===== config.mk =====
export PLATFORM = sky130hd
export DESIGN_NAME = board_io_top
export DESIGN_NICKNAME = d
export VERILOG_FILES = /design/src/source/board_io_pkg.sv /design/src/source/axil_regs.sv /design/src/source/event_counter.sv /design/src/source/display_driver.sv /design/src/source/board_io_top.sv
export VERILOG_INCLUDE_DIRS = /design/src /design/src/source
export SDC_FILE = /design/constraint.sdc
export NUM_CORES = 1
export LEC_CHECK = 0
export ABC_AREA = 1
export BUFFER_PORTS_ARGS = -buffer_cell sky130_fd_sc_hd__buf_2
export CORE_MARGIN = 1.5
export CORE_UTILIZATION = 34
export DETAILED_ROUTE_END_ITERATION = 12
export PLACE_DENSITY = 0.56
export SYNTH_ARGS = -nofsm -noshare
export SYNTH_HDL_FRONTEND = slang
export SYNTH_HIERARCHICAL = 1
export SYNTH_SLANG_ARGS = --single-unit

===== constraint.sdc =====
create_clock -name clk -period 5.38 [get_ports clk]
set_input_delay 1.076 -clock clk [delete_from_list [all_inputs] [get_ports clk]]
set_output_delay 1.076 -clock clk [all_outputs]
set_load 0.01 [all_outputs]

===== src/source/board_io_config.svh =====
`ifndef BOARD_IO_CONFIG_SVH
`define BOARD_IO_CONFIG_SVH

// Register map, byte offsets on the AXI4-Lite port
`define BOARD_REG_DISP 4'h0
`define BOARD_REG_LED 4'h4
`define BOARD_REG_CMP 4'h8
`define BOARD_REG_CNT 4'hC

// Count enable lives just above the LED bits
`define BOARD_CTRL_BIT 13
`define BOARD_LED_BITS 13

// Clocks per displayed digit
`define BOARD_SCAN_DIV 6

`define BOARD_RESP_OKAY 2'b00
`define BOARD_RESP_SLVERR 2'b10

`define BOARD_DATA_W 32
`define BOARD_ADDR_W 4
`define BOARD_LED_W 16
`define BOARD_DIGITS 8

`endif


===== src/source/board_io_pkg.sv =====
`include "board_io_config.svh"

package board_io_pkg;

  typedef logic [`BOARD_DATA_W-1:0] word_t;
  typedef logic [`BOARD_ADDR_W-1:0] reg_addr_t;
  typedef logic [`BOARD_DATA_W/8-1:0] strb_t;
  typedef logic [1:0] resp_t;
  typedef logic [3:0] nibble_t;
  // Active low, segment a in the top bit
  typedef logic [6:0] seg_t;
  typedef logic [`BOARD_DIGITS-1:0] anode_t;
  typedef logic [`BOARD_LED_W-1:0] led_t;

  // One-hot-low anode rotation
  typedef enum anode_t {
    digit_0 = 8'b1111_1110,
    digit_1 = 8'b1111_1101,
    digit_2 = 8'b1111_1011,
    digit_3 = 8'b1111_0111,
    digit_4 = 8'b1110_1111,
    digit_5 = 8'b1101_1111,
    digit_6 = 8'b1011_1111,
    digit_7 = 8'b0111_1111
  } digit_e;

  typedef struct packed {
    word_t disp_word;
    logic [`BOARD_LED_BITS-1:0] led_bits;
  } disp_cfg_t;

  typedef struct packed {
    logic enable;
    word_t compare;
    logic load;
    word_t load_value;
    logic clear_ovf;
  } cnt_ctrl_t;

  typedef struct packed {
    word_t count;
    logic match;
    logic overflow;
    logic irq;
  } cnt_stat_t;

endpackage


===== src/source/axil_regs.sv =====
`timescale 1ns/100ps
`include "board_io_config.svh"

module axil_regs (
  input  logic                     clk,
  input  logic                     rst_n,
  // Write address and data
  input  logic                     awvalid,
  output logic                     awready,
  input  board_io_pkg::reg_addr_t  awaddr,
  input  logic                     wvalid,
  output logic                     wready,
  input  board_io_pkg::word_t      wdata,
  input  board_io_pkg::strb_t      wstrb,
  // Write response
  output logic                     bvalid,
  input  logic                     bready,
  output board_io_pkg::resp_t      bresp,
  // Read address and data
  input  logic                     arvalid,
  output logic                     arready,
  input  board_io_pkg::reg_addr_t  araddr,
  output logic                     rvalid,
  input  logic                     rready,
  output board_io_pkg::word_t      rdata,
  output board_io_pkg::resp_t      rresp,
  // Block side
  input  board_io_pkg::cnt_stat_t  cnt_stat,
  output board_io_pkg::disp_cfg_t  disp_cfg,
  output board_io_pkg::cnt_ctrl_t  cnt_ctrl
);

  board_io_pkg::word_t disp_reg;
  board_io_pkg::word_t cmp_reg;
  logic [`BOARD_CTRL_BIT:0] led_reg;
  board_io_pkg::word_t load_value;
  logic load_pulse;

  logic wr_accept;
  logic rd_accept;
  logic wr_misaligned;
  logic rd_misaligned;
  logic wr_cnt;
  board_io_pkg::word_t wr_old;
  board_io_pkg::word_t wr_merged;
  board_io_pkg::word_t rd_data;

  function automatic board_io_pkg::word_t merge_bytes(
    input board_io_pkg::word_t old_val,
    input board_io_pkg::word_t new_val,
    input board_io_pkg::strb_t strb
  );
    board_io_pkg::word_t res;
    res = old_val;
    for (int i = 0; i < $bits(strb); i++) begin
      if (strb[i]) begin
        res[8*i +: 8] = new_val[8*i +: 8];
      end
    end
    return res;
  endfunction

  // Address and data taken together only with no response pending
  assign wr_accept = awvalid && wvalid && !bvalid;
  assign awready   = wr_accept;
  assign wready    = wr_accept;
  assign rd_accept = arvalid && !rvalid;
  assign arready   = rd_accept;

  assign wr_misaligned = |awaddr[1:0];
  assign rd_misaligned = |araddr[1:0];
  assign wr_cnt = wr_accept && !wr_misaligned && (awaddr == `BOARD_REG_CNT);

  // Current value of the addressed register for the strobe merge
  always_comb begin
    case (awaddr)
      `BOARD_REG_DISP: wr_old = disp_reg;
      `BOARD_REG_LED:  wr_old = board_io_pkg::word_t'(led_reg);
      `BOARD_REG_CMP:  wr_old = cmp_reg;
      `BOARD_REG_CNT:  wr_old = cnt_stat.count;
      default:         wr_old = '0;
    endcase
  end

  assign wr_merged = merge_bytes(wr_old, wdata, wstrb);

  always_ff @(posedge clk or negedge rst_n) begin
    if (!rst_n) begin
      bvalid     <= 1'b0;
      bresp      <= `BOARD_RESP_OKAY;
      disp_reg   <= '0;
      led_reg    <= '0;
      cmp_reg    <= '0;
      load_pulse <= 1'b0;
    end else begin
      load_pulse <= wr_cnt;
      if (wr_accept) begin
        bvalid <= 1'b1;
        if (wr_misaligned) begin
          bresp <= `BOARD_RESP_SLVERR;
        end else begin
          bresp <= `BOARD_RESP_OKAY;
          case (awaddr)
            `BOARD_REG_DISP: disp_reg <= wr_merged;
            `BOARD_REG_LED:  led_reg  <= wr_merged[`BOARD_CTRL_BIT:0];
            `BOARD_REG_CMP:  cmp_reg  <= wr_merged;
            default: ;
          endcase
        end
      end else if (bready) begin
        bvalid <= 1'b0;
      end
    end
  end

  // Count value for the load pulse
  always_ff @(posedge clk or negedge rst_n) begin
    if (!rst_n) begin
      load_value <= '0;
    end else if (wr_cnt) begin
      load_value <= wr_merged;
    end
  end

  always_comb begin
    case (araddr)
      `BOARD_REG_DISP: rd_data = disp_reg;
      `BOARD_REG_LED:  rd_data = board_io_pkg::word_t'(led_reg);
      `BOARD_REG_CMP:  rd_data = cmp_reg;
      `BOARD_REG_CNT:  rd_data = cnt_stat.count;
      default:         rd_data = '0;
    endcase
  end

  always_ff @(posedge clk or negedge rst_n) begin
    if (!rst_n) begin
      rvalid <= 1'b0;
      rdata  <= '0;
      rresp  <= `BOARD_RESP_OKAY;
    end else if (rd_accept) begin
      rvalid <= 1'b1;
      rdata  <= rd_misaligned ? '0 : rd_data;
      rresp  <= rd_misaligned ? `BOARD_RESP_SLVERR : `BOARD_RESP_OKAY;
    end else if (rready) begin
      rvalid <= 1'b0;
    end
  end

  assign disp_cfg.disp_word = disp_reg;
  assign disp_cfg.led_bits  = led_reg[`BOARD_LED_BITS-1:0];

  // A count write both loads and clears overflow
  assign cnt_ctrl.enable     = led_reg[`BOARD_CTRL_BIT];
  assign cnt_ctrl.compare    = cmp_reg;
  assign cnt_ctrl.load       = load_pulse;
  assign cnt_ctrl.load_value = load_value;
  assign cnt_ctrl.clear_ovf  = load_pulse;

endmodule


===== src/source/event_counter.sv =====
`timescale 1ns/100ps

module event_counter (
  input  logic                     clk,
  input  logic                     rst_n,
  input  logic                     event_in,
  input  board_io_pkg::cnt_ctrl_t  cnt_ctrl,
  output board_io_pkg::cnt_stat_t  cnt_stat
);

  logic sync_1;
  logic sync_2;
  logic sync_prev;
  logic bump;
  logic match;
  logic overflow;
  board_io_pkg::word_t count;

  // Two flops into the clock domain, third for the edge
  always_ff @(posedge clk or negedge rst_n) begin
    if (!rst_n) begin
      sync_1    <= 1'b0;
      sync_2    <= 1'b0;
      sync_prev <= 1'b0;
    end else begin
      sync_1    <= event_in;
      sync_2    <= sync_1;
      sync_prev <= sync_2;
    end
  end

  assign bump = cnt_ctrl.enable && sync_2 && !sync_prev;

  always_ff @(posedge clk or negedge rst_n) begin
    if (!rst_n) begin
      count    <= '0;
      overflow <= 1'b0;
    end else begin
      if (cnt_ctrl.load) begin
        count <= cnt_ctrl.load_value;
      end else if (bump) begin
        count <= count + 1'b1;
      end
      // Sticky until the next count write
      if (cnt_ctrl.clear_ovf) begin
        overflow <= 1'b0;
      end else if (bump && (&count)) begin
        overflow <= 1'b1;
      end
    end
  end

  // Match only while counting, so a cleared block stays quiet
  assign match = cnt_ctrl.enable && (count == cnt_ctrl.compare);

  assign cnt_stat.count    = count;
  assign cnt_stat.match    = match;
  assign cnt_stat.overflow = overflow;
  assign cnt_stat.irq      = match || overflow;

endmodule


===== src/source/display_driver.sv =====
`timescale 1ns/100ps
`include "board_io_config.svh"

module display_driver #(
  parameter int SCAN_DIV = `BOARD_SCAN_DIV
) (
  input  logic                     clk,
  input  logic                     rst_n,
  input  logic                     debug,
  input  board_io_pkg::disp_cfg_t  disp_cfg,
  input  board_io_pkg::cnt_stat_t  cnt_stat,
  output board_io_pkg::seg_t       sev_out,
  output board_io_pkg::anode_t     an,
  output board_io_pkg::led_t       led
);

  localparam int DIV_W = (SCAN_DIV > 1) ? $clog2(SCAN_DIV) : 1;

  logic [DIV_W-1:0] div_cnt;
  logic scan_tick;
  logic [2:0] nib_idx;
  board_io_pkg::word_t shown;
  board_io_pkg::nibble_t nib;
  board_io_pkg::seg_t seg_q;
  board_io_pkg::digit_e digit_q;
  board_io_pkg::digit_e digit_nxt;

  function automatic board_io_pkg::seg_t hex_to_seg(input board_io_pkg::nibble_t hex);
    case (hex)
      4'h0: return 7'b0000001;
      4'h1: return 7'b1001111;
      4'h2: return 7'b0010010;
      4'h3: return 7'b0000110;
      4'h4: return 7'b1001100;
      4'h5: return 7'b0100100;
      4'h6: return 7'b0100000;
      4'h7: return 7'b0001111;
      4'h8: return 7'b0000000;
      4'h9: return 7'b0000100;
      4'ha: return 7'b0001000;
      4'hb: return 7'b1100000;
      4'hc: return 7'b0110001;
      4'hd: return 7'b1000010;
      4'he: return 7'b0110000;
      default: return 7'b0111000;
    endcase
  endfunction

  assign shown = debug ? cnt_stat.count : disp_cfg.disp_word;

  // Clock enable for the digit scan
  assign scan_tick = (div_cnt == DIV_W'(SCAN_DIV - 1));

  always_ff @(posedge clk or negedge rst_n) begin
    if (!rst_n) begin
      div_cnt <= '0;
    end else if (scan_tick) begin
      div_cnt <= '0;
    end else begin
      div_cnt <= div_cnt + 1'b1;
    end
  end

  // Next digit and the nibble it shows
  always_comb begin
    case (digit_q)
      board_io_pkg::digit_0: begin digit_nxt = board_io_pkg::digit_1; nib_idx = 3'd1; end
      board_io_pkg::digit_1: begin digit_nxt = board_io_pkg::digit_2; nib_idx = 3'd2; end
      board_io_pkg::digit_2: begin digit_nxt = board_io_pkg::digit_3; nib_idx = 3'd3; end
      board_io_pkg::digit_3: begin digit_nxt = board_io_pkg::digit_4; nib_idx = 3'd4; end
      board_io_pkg::digit_4: begin digit_nxt = board_io_pkg::digit_5; nib_idx = 3'd5; end
      board_io_pkg::digit_5: begin digit_nxt = board_io_pkg::digit_6; nib_idx = 3'd6; end
      board_io_pkg::digit_6: begin digit_nxt = board_io_pkg::digit_7; nib_idx = 3'd7; end
      default:               begin digit_nxt = board_io_pkg::digit_0; nib_idx = 3'd0; end
    endcase
  end

  assign nib = shown[{nib_idx, 2'b00} +: 4];

  // Segments load on the same edge as the anodes
  always_ff @(posedge clk or negedge rst_n) begin
    if (!rst_n) begin
      digit_q <= board_io_pkg::digit_0;
      seg_q   <= hex_to_seg(4'h0);
    end else if (scan_tick) begin
      digit_q <= digit_nxt;
      seg_q   <= hex_to_seg(nib);
    end
  end

  assign an      = digit_q;
  assign sev_out = seg_q;
  assign led     = {disp_cfg.led_bits, debug, cnt_stat.overflow, cnt_stat.match};

endmodule


===== src/source/board_io_top.sv =====
`timescale 1ns/100ps
`include "board_io_config.svh"

module board_io_top (
  input  logic                     clk,
  input  logic                     rst_n,
  // AXI4-Lite slave
  input  logic                     awvalid,
  output logic                     awready,
  input  board_io_pkg::reg_addr_t  awaddr,
  input  logic                     wvalid,
  output logic                     wready,
  input  board_io_pkg::word_t      wdata,
  input  board_io_pkg::strb_t      wstrb,
  output logic                     bvalid,
  input  logic                     bready,
  output board_io_pkg::resp_t      bresp,
  input  logic                     arvalid,
  output logic                     arready,
  input  board_io_pkg::reg_addr_t  araddr,
  output logic                     rvalid,
  input  logic                     rready,
  output board_io_pkg::word_t      rdata,
  output board_io_pkg::resp_t      rresp,
  // Board pins
  input  logic                     event_in,
  input  logic                     debug,
  output board_io_pkg::seg_t       sev_out,
  output board_io_pkg::anode_t     an,
  output board_io_pkg::led_t       led,
  output logic                     irq
);

  board_io_pkg::disp_cfg_t disp_cfg;
  board_io_pkg::cnt_ctrl_t cnt_ctrl;
  board_io_pkg::cnt_stat_t cnt_stat;

  axil_regs u_regs (
    .clk, .rst_n,
    .awvalid, .awready, .awaddr,
    .wvalid, .wready, .wdata, .wstrb,
    .bvalid, .bready, .bresp,
    .arvalid, .arready, .araddr,
    .rvalid, .rready, .rdata, .rresp,
    .cnt_stat, .disp_cfg, .cnt_ctrl
  );

  event_counter u_counter (
    .clk, .rst_n, .event_in, .cnt_ctrl, .cnt_stat
  );

  display_driver #(
    .SCAN_DIV(`BOARD_SCAN_DIV)
  ) u_display (
    .clk, .rst_n, .debug, .disp_cfg, .cnt_stat, .sev_out, .an, .led
  );

  assign irq = cnt_stat.irq;

endmodule


==> flow_summary.ini, run 1 <==
[sta]
worst_pin_slew_ns = 1.23
finalCriticalPeriod_ns = 3.48
setup_ws_ns = 1.90
hold_viol = 0
final.period_utilization = 0.648
relSlewSlack = 0.180
setup_tns_ns = 0
fmax_mhz = 287
final_max_slew_viol_count = 0
setup_violations = 0
rsz0062_at_grt = false
fin_skew_ns = 0.0129

[placement]
place_ws_ns = 1.80
dp.cells = 2440
numPortBuffers = 123
gp_congestion = 0.920
hpwl_um = 32700

[final_layout]
drive_above_1_share = 0.150
num_antenna_cells = 0
utilization = 0.390
areaGrowthSynthToFinish_pct = 12.8
final_cell_count_no_fill = 2486
nFillCells = 4016
final_nets = 2016

[yosys]
synth_cells = 1893
synthArstFlopShare = 1.00
synthesis.area_sq_um = 13000
synth-warning-count = 6
ys_top_cells_by_area = dfrtp_1 (37%), nand2_1 (25%), nand3_1 (7.6%), inv_1 (3.7%), o21ai_0 (2.5%)
ys_types = 45
synth_common_cells = nand2_1 (872), nand3_1 (197), dfrtp_1 (193)
synth.most_common_cell = nand2_1
synth_seq_cells = 201
synth_top_area_frac = 0.371
synth_edf_count = 0
synth_top_area_cell = dfrtp_1
ys_seq_area_frac = 0.387
ys.flop_type = dfrtp_1
synth_area_per_cell_sq_um = 6.88

[detailed_routing]
dr.pass1.iters = 5
ant_nets = 0
drt-total-wl_um = 45200
wl_per_cell_um = 18.2
drtIter0Drc = 1167
via_per_inst = 5.09
route.detailed.drc = 0
via_count = 12652

[power]
finalPower_mw = 4.64
powerDensity_nw_per_um2 = 316
vdd_drop_max_uv = 199
leakage_nw = 7.81

[clock_tree]
ctsHoldBuffers = 0
htreeDepth = 1
clock-sinks = 201
clk_latency_ns = 0.54
cts_buffers = 25
tritoncts = done
clock_path_buffers = 3
ctsResizeCount = 0
postCtsSetupBuffers = 0
cts-root-buf = clkbuf_16
path_clk_slew_ns = 0.06

[die]
die_width_um = 199
fp.dieH_um = 199
core-area_sq_um = 37700
die-area_sq_um = 39500
io-pin-count = 126
rows = 71
start_util = 0.346

[grt]
groute.usage.overall = 0.229
gr-total-overflow = 0
grt_start_max_net_pins = 108
grt_pass1_vias = 11898
grt_pass1_wl_um = 69800
antenna_found_initial = 0

[setup_path]
crit_type = flip-flop to output port
crit_arrival_ns = 2.41
cp-end-kind = output port
reg2reg_setup_slack_ns = 2.73
r2r_cells = 7
worstSetupStartpointType = flip-flop
crit_fanout = 9
crit_required_ns = 4.30
r2r-end = u_regs/disp_reg[29]
r2r-start = u_regs/bvalid

[flow_run]
cap_viol_max_count = 0

[min_path]
min_path_cells = 0
hold_start = u_counter/sync_1
hp-class = flip-flop to flip-flop
hold_end = u_counter/sync_2

[run_status]
status = completed
## kinds of logic (layout without fill, tap and decap cells)
kind of cell             Yosys count  count (layout)  share of synthesized area
buffers and inverters            241             322                     0.0872
AO/OA/AOI/OAI                    140             140                     0.0597
other                              1               2                   0.000288
adder cells (fa/ha/maj)            7               7                    0.00673
XOR/XNOR                          18              18                     0.0121
flip-flops                       201             201                      0.387
multiplexers                      26              26                     0.0200
AND/OR/NAND/NOR                 1259            1259                      0.427
## cells in the final DEF, fill, tap and decap left out, types with 3 or more instances in the layout
| cell type | count |
|---|---|
| dfstp_2 | 8 |
| nand3_2 | 12 |
| a21oi_1 | 26 |
| buf_2 | 122 |
| nor2_1 | 73 |
| o21ai_2 | 10 |
| nand4_1 | 18 |
| nand3_1 | 197 |
| bufinv_16 | 5 |
| buf_4 | 8 |
| o21ai_0 | 66 |
| nand2_4 | 9 |
| nor3_1 | 3 |
| clkinv_2 | 3 |
| nand2_2 | 36 |
| inv_2 | 12 |
| inv_1 | 129 |
| nand3_4 | 3 |
| o211ai_1 | 6 |
| dfrtp_1 | 193 |
| ha_1 | 7 |
| clkbuf_16 | 25 |
| clkbuf_8 | 6 |
| mux2i_1 | 26 |
| nor2_2 | 13 |
| clkbuf_1 | 5 |
| nor2_4 | 8 |
| o21ai_1 | 23 |
| xnor2_1 | 8 |
| nor2_8 | 6 |
| nand2_1 | 871 |
| o21bai_1 | 5 |
| xor2_1 | 10 |
## critical path, stage by stage (launching register included)
cell and delay (ns):
dfrtp_1 0.60, inv_1 0.17, nand2_1 0.13, nand2_1 0.10, nor2_1 0.12, nand3b_1 0.10
nor2_1 0.11, nand3_1 0.08, nor2_1 0.26, buf_2 0.19
## how the worst max path moves through the flow
stage / end / start / depth (start not counted) / slack, ns
4_1_cts: led[0] / u_counter/count[5] / 9 / 1.86
2_1_floorplan: u_display/sev_out[6] / debug / 15 / 2.54
5_1_grt: led[0] / u_counter/count[3] / 9 / 1.68
3_5_place_dp: u_regs/disp_reg[29] / awaddr[2] / 7 / 1.80
6_report: led[0] / u_counter/count[20] / 9 / 1.90
3_3_place_gp: u_display/sev_out[3] / debug / 15 / 1.88
## routing by layer
layer | wire [um] | share of wire | vias up | GRT usage
li1 | - | - | 6088 | -
met1 | 20000 | 0.44 | 6003 | 0.320
met2 | 20500 | 0.45 | 495 | 0.367
met3 | 3450 | 0.076 | 66 | 0.0298
met4 | 1120 | 0.025 | 0 | 0.0732
met5 | 0 | 0 | - | 0
## metrics by stage
| stage | hold WS (ns) | cell area (sq um) |
|---|---|---|
| after detailed placement | 0.346 | 13800 |
| after global routing | 0.367 | 14700 |
| final | 0.359 | 14700 |
| after CTS | 0.360 | 14700 |
| after floorplan | 0.331 | 13000 |
| after global placement | 0.337 | 13800 |
## power by group
group | total (mW) | switching (mW) | internal, mW
sequential | 1.96 | 0.276 | 1.68
combinational | 0.832 | 0.536 | 0.296
clock | 1.85 | 0.687 | 1.16
## area by class of cell
cell class / instances / area [sq um] / area share
multi-input cells: 1452 / 6850 / 0.467
flip-flops and latches: 201 / 5040 / 0.343
clock buffers: 35 / 713 / 0.0486
repair buffers: 132 / 704 / 0.0480
well taps: 511 / 639 / 0.0435
inverters: 144 / 546 / 0.0372
clock inverters: 11 / 190 / 0.0130
Note: power is estimated with default switching activity, not from simulation.
==> run 2, diff against run 1 <==
Clock period 5.38 ns to 3.5 ns, I/O delays scaled along.
==> run 2 against run 1 <==
Flip-flop and latch count stayed put. Final cell count grew 1.2%. Design area is 1.6% higher. Register-to-register slack worse by 1.7 ns. Worst setup slack lost 1.4 ns. Via count up 0.85%. Die area unchanged. Combinational power is 66% higher.
==> flow_summary.ini, run 2 (synthesis results as in run 1) <==
[final_layout]
areaGrowthSynthToFinish_pct = 14.7
layout_commonest_cell = nand2_1
layout.cells.most_common_list = nand2_1 (871), nand3_1 (197), dfrtp_1 (193)
nFillCells = 4014
drive_above_1_share = 0.164
final_nets = 2046
utilization = 0.396
num_antenna_cells = 0

[die]
io-pin-count = 126
die_width_um = 199
start_util = 0.346
die-area_sq_um = 39500
rows = 71
core-area_sq_um = 37700
fp.dieH_um = 199

[grt]
grt_start_max_net_pins = 77
grt_pass1_wl_um = 70900
antenna_found_initial = 0
groute.usage.overall = 0.235
gr-total-overflow = 0
grt_pass1_vias = 12093

[clock_tree]
tritoncts = done
postCtsSetupBuffers = 0
cts_buffers = 24
ctsResizeCount = 0
clock_path_buffers = 3
ctsHoldBuffers = 0
path_clk_slew_ns = 0.06
htreeDepth = 1
clk_latency_ns = 0.54
clock-sinks = 201
cts-root-buf = clkbuf_16

[setup_path]
crit_required_ns = 2.80
worstSetupStartpointType = flip-flop
crit_type = flip-flop to output port
crit_arrival_ns = 2.35
crit_fanout = 9
reg2reg_setup_slack_ns = 1.02
cp-end-kind = output port

[placement]
gp_congestion = 0.929
numPortBuffers = 123
place_ws_ns = 0.696
hpwl_um = 33900

[sta]
final.period_utilization = 0.872
final_max_slew_viol_count = 0
relSlewSlack = 0.398
fin_skew_ns = 0.00804
finalCriticalPeriod_ns = 3.05
worst_pin_slew_ns = 0.902
hold_viol = 0
fmax_mhz = 328
rsz0062_at_grt = false
setup_violations = 0
setup_tns_ns = 0
setup_ws_ns = 0.449

[detailed_routing]
drtIter0Drc = 1137
via_count = 12760
dr.pass1.iters = 5
drt-total-wl_um = 46200
ant_nets = 0
via_per_inst = 5.07
wl_per_cell_um = 18.4
route.detailed.drc = 0

[run_status]
status = completed

[flow_run]
cap_viol_max_count = 0

[power]
leakage_nw = 7.97
finalPower_mw = 7.12
vdd_drop_max_uv = 302
powerDensity_nw_per_um2 = 477

[min_path]
hp-class = primary input to async pin
-- run 2: critical path, stage by stage, from the launching register on --
cell and delay (ns):
dfrtp_1 0.62, inv_1 0.14, nand2_1 0.12, nand2_1 0.06, nor2_1 0.12, nand2_1 0.06, nor2_1 0.14, nand3_1 0.09
nor2_1 0.27, buf_2 0.20
-- run 2: through the flow --
| step | instance area, sq um | cells | hold slack, ns |
|---|---|---|---|
| floorplan | 13000 | 1894 | 0.331 |
| global placement | 14100 | 2471 | 0.333 |
| detailed placement | 14100 | 2471 | 0.336 |
| CTS | 14900 | 2515 | 0.247 |
| global route | 14900 | 2515 | 0.268 |
| finish | 14900 | 2515 | 0.223 |
-- run 2: path summary, 6_finish.rpt --
kind,from,endpoint,cells past startpoint
setup / recovery,u_counter/count[23],led[0],9
hold / removal,rst_n,u_regs/load_value[1],1
setup reg to reg,u_display/an[2],u_display/sev_out[6],17
hold reg to reg,u_counter/sync_1,u_counter/sync_2,0
max in group asynchronous,rst_n,u_display/sev_out[0],2
min in group clk,event_in,u_counter/sync_1,1
-- run 2: layer usage --
metal,vias to the layer above,share of wire,GRT usage
met3,97,0.074,0.0405
met2,502,0.44,0.363
met1,6009,0.45,0.323
met4,0,0.037,0.0960
li1,6152,-,-
met5,-,0,0
-- run 2: where the power goes --
| part | switching [mW] | internal (mW) |
|---|---|---|
| clock | 1.07 | 1.71 |
| sequential | 0.381 | 2.59 |
| combinational | 0.894 | 0.490 |
| total | 2.34 | 4.78 |
-- run 2: cell type report --
type	instances	area (sq um)	share of cell area
repair buffers	163	975	0.0653
clock buffers	32	702	0.0470
flip-flops and latches	201	5040	0.338
well taps	511	639	0.0428
clock inverters	12	173	0.0116
multi-input cells	1452	6850	0.459
inverters	144	546	0.0365
